$ cat config.mk
export PLATFORM = sky130hd
export DESIGN_NAME = elink_top
export DESIGN_NICKNAME = d
export VERILOG_FILES = /design/src/hw/elink_pkg.sv /design/src/hw/elink_regbus.sv /design/src/hw/ecfg_regs.sv /design/src/hw/embox_fifo.sv /design/src/hw/elink_top.sv
export SDC_FILE = /design/constraint.sdc
export NUM_CORES = 1
export LEC_CHECK = 0
export ABC_AREA = 1
export ABC_CLOCK_PERIOD_IN_PS = 7600
export BUFFER_PORTS_ARGS = -buffer_cell sky130_fd_sc_hd__buf_2
export CAP_MARGIN = 40
export CORE_AREA = 2 2 208 210
export DETAILED_ROUTE_END_ITERATION = 6
export DIE_AREA = 0 0 210 212
export PLACE_DENSITY_LB_ADDON = 0.05
export SLEW_MARGIN = 5
export SYNTH_ARGS = -nofsm -noshare
export SYNTH_HDL_FRONTEND = slang
export SYNTH_SLANG_ARGS = --single-unit
$ cat constraint.sdc
create_clock -name mi_clk -period 7.6 [get_ports mi_clk]
set_input_delay 1.52 -clock mi_clk [delete_from_list [all_inputs] [get_ports mi_clk]]
set_output_delay 1.52 -clock mi_clk [all_outputs]
set_load 0.1 [all_outputs]
$ cat src/hw/elink_pkg.sv
// ==============================
// Shared constants of the link controller
// Bus widths, block codes, register indices,
// writable-bit masks and the version word
// ==============================
package elink_pkg;

   localparam int DW        = 32;               // Data word width
   localparam int RFAW      = 12;               // Address width inside a block
   localparam int AW        = RFAW + 2;         // Host address, top two bits pick the block
   localparam int IDX_LSB   = 2;                // Register index sits at addr[5:2]
   localparam int IDX_W     = 4;

   localparam logic [1:0] BLK_ECFG  = 2'b00;    // Configuration registers
   localparam logic [1:0] BLK_EMBOX = 2'b01;    // Mailbox
   localparam logic [1:0] BLK_RX    = 2'b10;    // Receiver slot, reads zero
   localparam logic [1:0] BLK_TX    = 2'b11;    // Transmitter slot, reads zero

   localparam logic [IDX_W-1:0] ESYSTX      = 4'd0;
   localparam logic [IDX_W-1:0] ESYSRX      = 4'd1;
   localparam logic [IDX_W-1:0] ESYSCLK     = 4'd2;
   localparam logic [IDX_W-1:0] ESYSCOREID  = 4'd3;   // Read only
   localparam logic [IDX_W-1:0] ESYSVERSION = 4'd4;   // Read only
   localparam logic [IDX_W-1:0] ESYSDATAIN  = 4'd5;   // Read only
   localparam logic [IDX_W-1:0] ESYSDATAOUT = 4'd6;

   localparam logic [IDX_W-1:0] EMBOX_DATA   = 4'd0;  // Push on write, pop on read
   localparam logic [IDX_W-1:0] EMBOX_STATUS = 4'd1;  // Flags and count

   localparam int TX_CTRL_W  = 12;
   localparam int RX_CTRL_W  = 3;
   localparam int CLK_CTRL_W = 12;
   localparam int DATAIN_W   = 9;
   localparam int DATAOUT_W  = 11;
   localparam int COREID_W   = 12;

   localparam logic [DW-1:0] TX_MASK      = 32'h0000_0fff;  // Enable, modes, ctrl, divider
   localparam logic [DW-1:0] RX_MASK      = 32'h0000_0007;
   localparam logic [DW-1:0] CLK_MASK     = 32'h0000_0ff1;  // Bits 3:1 not implemented
   localparam logic [DW-1:0] DATAOUT_MASK = 32'h0000_07ff;

   localparam logic [DW-1:0] ELINK_VERSION = 32'h0001_0200;

endpackage

$ cat src/hw/elink_regbus.sv
// ==============================
// Four-phase host register port
// Per-block strobe generation and read-back mux
// ==============================
`timescale 1ns/1ps

module elink_regbus import elink_pkg::*; (
   input  logic            mi_clk,
   input  logic            rst,
   // Host side
   input  logic            req,
   input  logic            we,
   input  logic [AW-1:0]   addr,
   input  logic [DW-1:0]   wdata,
   output logic            ack,
   output logic [DW-1:0]   rdata,
   // Internal register bus
   output logic [RFAW-1:0] mi_addr,
   output logic [DW-1:0]   mi_din,
   output logic            mi_we,
   output logic            ecfg_en,
   output logic            embox_en,
   input  logic [DW-1:0]   ecfg_dout,
   input  logic [DW-1:0]   embox_dout
);

   localparam logic [1:0] S_IDLE    = 2'd0;   // Waiting for req
   localparam logic [1:0] S_ACCESS  = 2'd1;   // Strobe cycle
   localparam logic [1:0] S_ACKWAIT = 2'd2;   // Ack raised, waiting for req low

   logic [1:0]    state;
   logic [1:0]    blk_sel;   // Latched addr[13:12]
   logic [DW-1:0] rd_mux;
   logic [DW-1:0] rd_hold;   // Read data caught at the strobe edge

   // Handshake FSM
   always_ff @(posedge mi_clk) begin
      if (rst) begin
         state <= S_IDLE;
         ack   <= 1'b0;
         rdata <= '0;
      end else begin
         case (state)
            S_IDLE: begin
               if (req) state <= S_ACCESS;   // One access per request
            end
            S_ACCESS: begin
               state <= S_ACKWAIT;
            end
            S_ACKWAIT: begin
               if (!ack) begin
                  ack   <= 1'b1;              // Two edges after req sampled
                  rdata <= rd_hold;
               end else if (!req) begin
                  ack   <= 1'b0;              // Host released, back to idle
                  state <= S_IDLE;
               end
            end
            default: state <= S_IDLE;
         endcase
      end
   end

   // Request payload, held stable through the access
   always_ff @(posedge mi_clk) begin
      if (state == S_IDLE && req) begin
         mi_addr <= addr[RFAW-1:0];
         blk_sel <= addr[AW-1:RFAW];
         mi_we   <= we;
         mi_din  <= wdata;
      end
      if (state == S_ACCESS)
         rd_hold <= rd_mux;               // Before a mailbox pop moves the head
   end

   // Single-cycle strobes, none for the rx and tx slots
   assign ecfg_en  = (state == S_ACCESS) && (blk_sel == BLK_ECFG);
   assign embox_en = (state == S_ACCESS) && (blk_sel == BLK_EMBOX);

   always_comb begin
      case (blk_sel)
         BLK_ECFG:  rd_mux = ecfg_dout;
         BLK_EMBOX: rd_mux = embox_dout;
         default:   rd_mux = '0;          // BLK_RX and BLK_TX read zero
      endcase
   end

endmodule

$ cat src/hw/ecfg_regs.sv
// ==============================
// Link configuration register file
// Masked writes, read-back mux, registered
// control outputs
// ==============================
`timescale 1ns/1ps

module ecfg_regs import elink_pkg::*; #(
   parameter logic [COREID_W-1:0] COREID = 12'h810
) (
   input  logic                  mi_clk,
   input  logic                  rst,
   input  logic                  mi_en,
   input  logic                  mi_we,
   input  logic [RFAW-1:0]       mi_addr,
   input  logic [DW-1:0]         mi_din,
   output logic [DW-1:0]         mi_dout,
   input  logic [DATAIN_W-1:0]   datain,
   output logic [TX_CTRL_W-1:0]  ecfg_tx_ctrl,
   output logic [RX_CTRL_W-1:0]  ecfg_rx_ctrl,
   output logic [CLK_CTRL_W-1:0] ecfg_clk_ctrl,
   output logic [DATAOUT_W-1:0]  dataout
);

   logic [IDX_W-1:0]      idx;
   logic                  wr_en;
   logic [TX_CTRL_W-1:0]  tx_reg;      // Enable, mmu, gpio, tp, ctrl mode, divider
   logic [RX_CTRL_W-1:0]  rx_reg;      // Enable, mmu, gpio
   logic [CLK_CTRL_W-1:0] clk_reg;     // cclk enable, divider, pll config
   logic [DATAOUT_W-1:0]  dataout_reg;

   assign idx   = mi_addr[IDX_LSB +: IDX_W];
   assign wr_en = mi_en && mi_we;

   // Register writes, masked to implemented bits
   always_ff @(posedge mi_clk) begin
      if (rst) begin
         tx_reg      <= '0;
         rx_reg      <= '0;
         clk_reg     <= '0;
         dataout_reg <= '0;
      end else if (wr_en) begin
         case (idx)
            ESYSTX:
               tx_reg <= mi_din[TX_CTRL_W-1:0] & TX_MASK[TX_CTRL_W-1:0];
            ESYSRX:
               rx_reg <= mi_din[RX_CTRL_W-1:0] & RX_MASK[RX_CTRL_W-1:0];
            ESYSCLK:
               clk_reg <= mi_din[CLK_CTRL_W-1:0] & CLK_MASK[CLK_CTRL_W-1:0];
            ESYSDATAOUT:
               dataout_reg <= mi_din[DATAOUT_W-1:0] & DATAOUT_MASK[DATAOUT_W-1:0];
            default: ;                  // Read-only and unused indices
         endcase
      end
   end

   // Control outputs follow the registers one cycle later
   always_ff @(posedge mi_clk) begin
      if (rst) begin
         ecfg_tx_ctrl  <= '0;
         ecfg_rx_ctrl  <= '0;
         ecfg_clk_ctrl <= '0;
         dataout       <= '0;
      end else begin
         ecfg_tx_ctrl  <= tx_reg;
         ecfg_rx_ctrl  <= rx_reg;
         ecfg_clk_ctrl <= clk_reg;
         dataout       <= dataout_reg;
      end
   end

   // Read-back, valid while the strobe is up
   always_comb begin
      case (idx)
         ESYSTX:      mi_dout = DW'(tx_reg);
         ESYSRX:      mi_dout = DW'(rx_reg);
         ESYSCLK:     mi_dout = DW'(clk_reg);
         ESYSCOREID:  mi_dout = DW'(COREID);
         ESYSVERSION: mi_dout = ELINK_VERSION;
         ESYSDATAIN:  mi_dout = DW'(datain);     // Live gpio input
         ESYSDATAOUT: mi_dout = DW'(dataout_reg);
         default:     mi_dout = '0;
      endcase
   end

endmodule

$ cat src/hw/embox_fifo.sv
// ==============================
// Mailbox word FIFO
// Registered flags and status register
// ==============================
`timescale 1ns/1ps

module embox_fifo import elink_pkg::*; #(
   parameter int MBOX_DEPTH = 16                // Power of two
) (
   input  logic            mi_clk,
   input  logic            rst,
   input  logic            mi_en,
   input  logic            mi_we,
   input  logic [RFAW-1:0] mi_addr,
   input  logic [DW-1:0]   mi_din,
   output logic [DW-1:0]   mi_dout,
   output logic            embox_not_empty,
   output logic            embox_full
);

   localparam int PTR_W = $clog2(MBOX_DEPTH);

   logic [DW-1:0]    mem [MBOX_DEPTH];
   logic [PTR_W-1:0] wr_ptr;
   logic [PTR_W-1:0] rd_ptr;
   logic [PTR_W:0]   count;       // Holds 0 to MBOX_DEPTH
   logic [PTR_W:0]   count_nxt;
   logic [IDX_W-1:0] idx;
   logic             push;
   logic             pop;

   assign idx  = mi_addr[IDX_LSB +: IDX_W];
   assign push = mi_en && mi_we && (idx == EMBOX_DATA) && !embox_full;     // Full drops word
   assign pop  = mi_en && !mi_we && (idx == EMBOX_DATA) && embox_not_empty;

   always_comb begin
      count_nxt = count;
      if (push)
         count_nxt = count + 1'b1;
      else if (pop)
         count_nxt = count - 1'b1;
   end

   // Pointers, count and flags, all moving at the strobe edge
   always_ff @(posedge mi_clk) begin
      if (rst) begin
         wr_ptr          <= '0;
         rd_ptr          <= '0;
         count           <= '0;
         embox_not_empty <= 1'b0;
         embox_full      <= 1'b0;
      end else begin
         if (push) wr_ptr <= wr_ptr + 1'b1;   // Wraps with power-of-two depth
         if (pop) rd_ptr <= rd_ptr + 1'b1;
         count           <= count_nxt;
         embox_not_empty <= (count_nxt != '0);
         embox_full      <= (count_nxt == (PTR_W+1)'(MBOX_DEPTH));
      end
   end

   always_ff @(posedge mi_clk) begin
      if (push) mem[wr_ptr] <= mi_din;
   end

   // Head word or status, zero when nothing to pop
   always_comb begin
      mi_dout = '0;
      case (idx)
         EMBOX_DATA: begin
            if (embox_not_empty) mi_dout = mem[rd_ptr];
         end
         EMBOX_STATUS: begin
            mi_dout[0]    = embox_not_empty;
            mi_dout[1]    = embox_full;
            mi_dout[15:8] = 8'(count);
         end
         default: ;
      endcase
   end

endmodule

$ cat src/hw/elink_top.sv
// ==============================
// Link controller configuration top
// Register port, config registers, mailbox
// ==============================
`timescale 1ns/1ps

module elink_top import elink_pkg::*; #(
   parameter logic [COREID_W-1:0] COREID     = 12'h810,
   parameter int                  MBOX_DEPTH = 16
) (
   input  logic                  mi_clk,
   input  logic                  rst,
   input  logic                  req,
   input  logic                  we,
   input  logic [AW-1:0]         addr,
   input  logic [DW-1:0]         wdata,
   output logic                  ack,
   output logic [DW-1:0]         rdata,
   input  logic [DATAIN_W-1:0]   datain,
   output logic [TX_CTRL_W-1:0]  ecfg_tx_ctrl,
   output logic [RX_CTRL_W-1:0]  ecfg_rx_ctrl,
   output logic [CLK_CTRL_W-1:0] ecfg_clk_ctrl,
   output logic [DATAOUT_W-1:0]  dataout,
   output logic                  embox_not_empty,
   output logic                  embox_full
);

   logic [RFAW-1:0] mi_addr;
   logic [DW-1:0]   mi_din;
   logic            mi_we;
   logic            ecfg_en;      // Strobe into config block
   logic            embox_en;     // Strobe into mailbox
   logic [DW-1:0]   ecfg_dout;
   logic [DW-1:0]   embox_dout;

   elink_regbus u_regbus (
      .mi_clk     (mi_clk),
      .rst        (rst),
      .req        (req),
      .we         (we),
      .addr       (addr),
      .wdata      (wdata),
      .ack        (ack),
      .rdata      (rdata),
      .mi_addr    (mi_addr),
      .mi_din     (mi_din),
      .mi_we      (mi_we),
      .ecfg_en    (ecfg_en),
      .embox_en   (embox_en),
      .ecfg_dout  (ecfg_dout),
      .embox_dout (embox_dout)
   );

   ecfg_regs #(.COREID(COREID)) u_ecfg (
      .mi_clk        (mi_clk),
      .rst           (rst),
      .mi_en         (ecfg_en),
      .mi_we         (mi_we),
      .mi_addr       (mi_addr),
      .mi_din        (mi_din),
      .mi_dout       (ecfg_dout),
      .datain        (datain),
      .ecfg_tx_ctrl  (ecfg_tx_ctrl),
      .ecfg_rx_ctrl  (ecfg_rx_ctrl),
      .ecfg_clk_ctrl (ecfg_clk_ctrl),
      .dataout       (dataout)
   );

   embox_fifo #(.MBOX_DEPTH(MBOX_DEPTH)) u_embox (
      .mi_clk          (mi_clk),
      .rst             (rst),
      .mi_en           (embox_en),
      .mi_we           (mi_we),
      .mi_addr         (mi_addr),
      .mi_din          (mi_din),
      .mi_dout         (embox_dout),
      .embox_not_empty (embox_not_empty),
      .embox_full      (embox_full)
   );

endmodule

==> flow_summary.toml <==
[run_status]
status = "completed"

[cts]
cts_buffer_depth = 3
insertion_delay_ps = 600
cts_num_sinks = 707
hold_buffers = 0
cts_root_buf = "clkbuf_16"
cts_resized = 0
cts_buffers = 70
clk_pin_slew_ps = 60
cts_tree = "yes"
post_cts_buffers = 0
cts-htree-levels = 3

[power]
power_density_nw_per_um2 = 255
vdd_drop_max_mv = 0.214
fin_total_pwr_uw = 7720
power.leakage_uw = 0.0104

[floorplanning]
dieArea_um2 = 44500
pin_count = 132
row_count = 76
fp.dieW_um = 210
core-area_um2 = 42500
start_util_pct = 63.6
die_height_um = 212

[drt]
routedWlPerCell_um = 22.4
ant_nets = 0
dr.pass1.iters = 5
via_count = 17600
post-route-drc-count = 0
wirelength_um = 64500
viasPerCell = 6.13
drtIter0Drc = 1912

[min_path]
hp-class = "reg -> reg"
holdPathStages = 2
hold_end = "u_regbus.rdata[7]"
hp-start = "u_regbus.rdata[7]"

[synthesis]
yosysMostFrequentCell = "edfxtp_1"
syn_avg_cell_area_um2 = 12.4
ys_ff_latch = 707
synth-seq-area-share_pct = 73.9
async_flop_share_pct = 0
netlist.area_leader.share_pct = 64.7
syn_area_um2 = 27100
netlist_top_cells_count = "583 x edfxtp_1, 343 x nor2_1, 300 x o21ai_0"
synth-edff-count = 583
synthTopCellsByArea = "edfxtp_1 65%, dfxtp_1 9.2%, o21ai_0 5.6%, nor2_1 4.8%, nand2_1 3.0%"
yosys_warnings = 0
synthCells = 2180
yosys.area.top_type = "edfxtp_1"
yosysUniqueCellTypes = 43
synthFlopType = "edfxtp_1"

[cells_and_area]
fillers = 2930
regMostFlops = "u_embox.mem"
syn_to_final_growth_pct = 12.1
largest_register_ff_count = 512
fin_nets = 2336
drive_gt1_share_pct = 13.1

[worst_setup_path]
cp.arrival_ps = 3430
r2r_cells = 7
cp-end-kind = "flop"
worstPathMaxFanout = 217
r2r_end = "u_regbus.rd_hold[29]"
worstPathRequired_ps = 7900
worstSetupStartpointType = "flop"
rrSetupSlack_ps = 4480
critPathKind = "reg -> reg"

[global_route]
grt_pass1_wl_um = 96200
grt_pass1_vias = 16500
grt_overflow = 0
met3_usage_pct = 4.82
use_met2_pct = 44.9
grt_max_degree = 218
antenna_found_initial = 2
track_usage_pct = 29.0
met1_usage_pct = 42.4
grt.busiest_layer = "met2"

[timing]
fin_setup_tns_ps = 0
finalClockSkew_ps = 28.4
post-route-period-util_pct = 41.1
fmax_mhz = 320
hold_viol_final = 0
max_slew_margin_pct = 34.4
setup_viol = 0
maxSlewViolCount = 0
grt_setup_unrepaired = "false"
worst_pin_slew_ps = 983
fin_crit_ps = 3120

[run]
max_cap_violations = 0

[placed_design]
globalplace.congestion = 0.867
port_buffers = 120
hpwl_um = 34200
==> placed cells by master (no fill, tap or decap), types with 16 or more instances in the layout <==
cell type and count:
a21oi_1 87, a31oi_1 18, buf_2 120, buf_4 26, clkbuf_1 20, clkbuf_16 74
clkinv_2 16, dfxtp_1 121, edfxtp_1 583, inv_1 66, nand2_1 214, nand3_1 87
nor2_1 325, nor2_4 20, o211ai_1 21, o21ai_0 300, o21ai_1 26, o221ai_1 36
o22ai_1 74
==> routing by layer <==
| metal | vias up | share of wire, % |
|---|---|---|
| met1 | 8639 | 42 |
| met2 | 820 | 47 |
| met5 | - | 0 |
| met4 | 0 | 2.1 |
| li1 | 8072 | - |
| met3 | 95 | 9.4 |
==> cell families after synthesis <==
group | count (synthesis) | synth area share, %
buffers and inverters | 217 | 3.73
AO/OA/AOI/OAI | 571 | 11.8
AND/OR/NAND/NOR | 677 | 10.2
adder cells (fa/ha/maj) | 7 | 0.324
flip-flops | 707 | 73.9
other | 1 | 0.0139
==> layout make-up <==
type | count | area (um2) | area share (%)
Timing Repair Buffer | 155 | 1000 | 3.30
Tap cell | 546 | 683 | 2.25
Clock buffer | 94 | 1930 | 6.35
Sequential cell | 707 | 20000 | 65.9
Multi-Input combinational cell | 1258 | 6190 | 20.4
Antenna cell | 1 | 2.50 | 0.00825
Clock inverter | 35 | 230 | 0.759
Inverter | 78 | 303 | 0.998
==> power by group <==
part | switching, uW | internal, uW | leakage, uW
clock network | 1400 | 1860 | 0.00106
registers | 65.5 | 4240 | 0.00628
logic | 131 | 36.7 | 0.00309
total | 1590 | 6130 | 0.0104
==> stage by stage <==
step	util (%)	cells	hold WS [ps]	area [um2]	setup slack, ps
detailed placement	66.3	2744	448	28200	4400
finish	71.4	2874	455	30300	4480
global placement	65.9	2736	445	28000	4070
CTS	71.4	2873	455	30300	4550
global route	71.4	2873	477	30300	4220
floorplan	-	2182	425	27100	2890
==> critical path, cell delays in order, from the launching register on <==
cell and delay (ps):
dfxtp_4 670, buf_12 650, o21ai_0 280, o22ai_1 270, o21ai_1 80, nand2_1 90
nand2_1 60, a31oi_1 500
==> worst max-delay path by stage <==
stage,startpoint,end,depth (start not counted)
global route,flop,u_regbus.rd_hold[24],10
detailed placement,rst,u_embox.embox_not_empty,6
floorplan,req,u_regbus.blk_sel[0],2
finish,flop,u_regbus.rd_hold[29],7
CTS,flop,u_regbus.rd_hold[24],10
global placement,rst,u_embox.embox_not_empty,5
(Power assumes the default switching activity.)
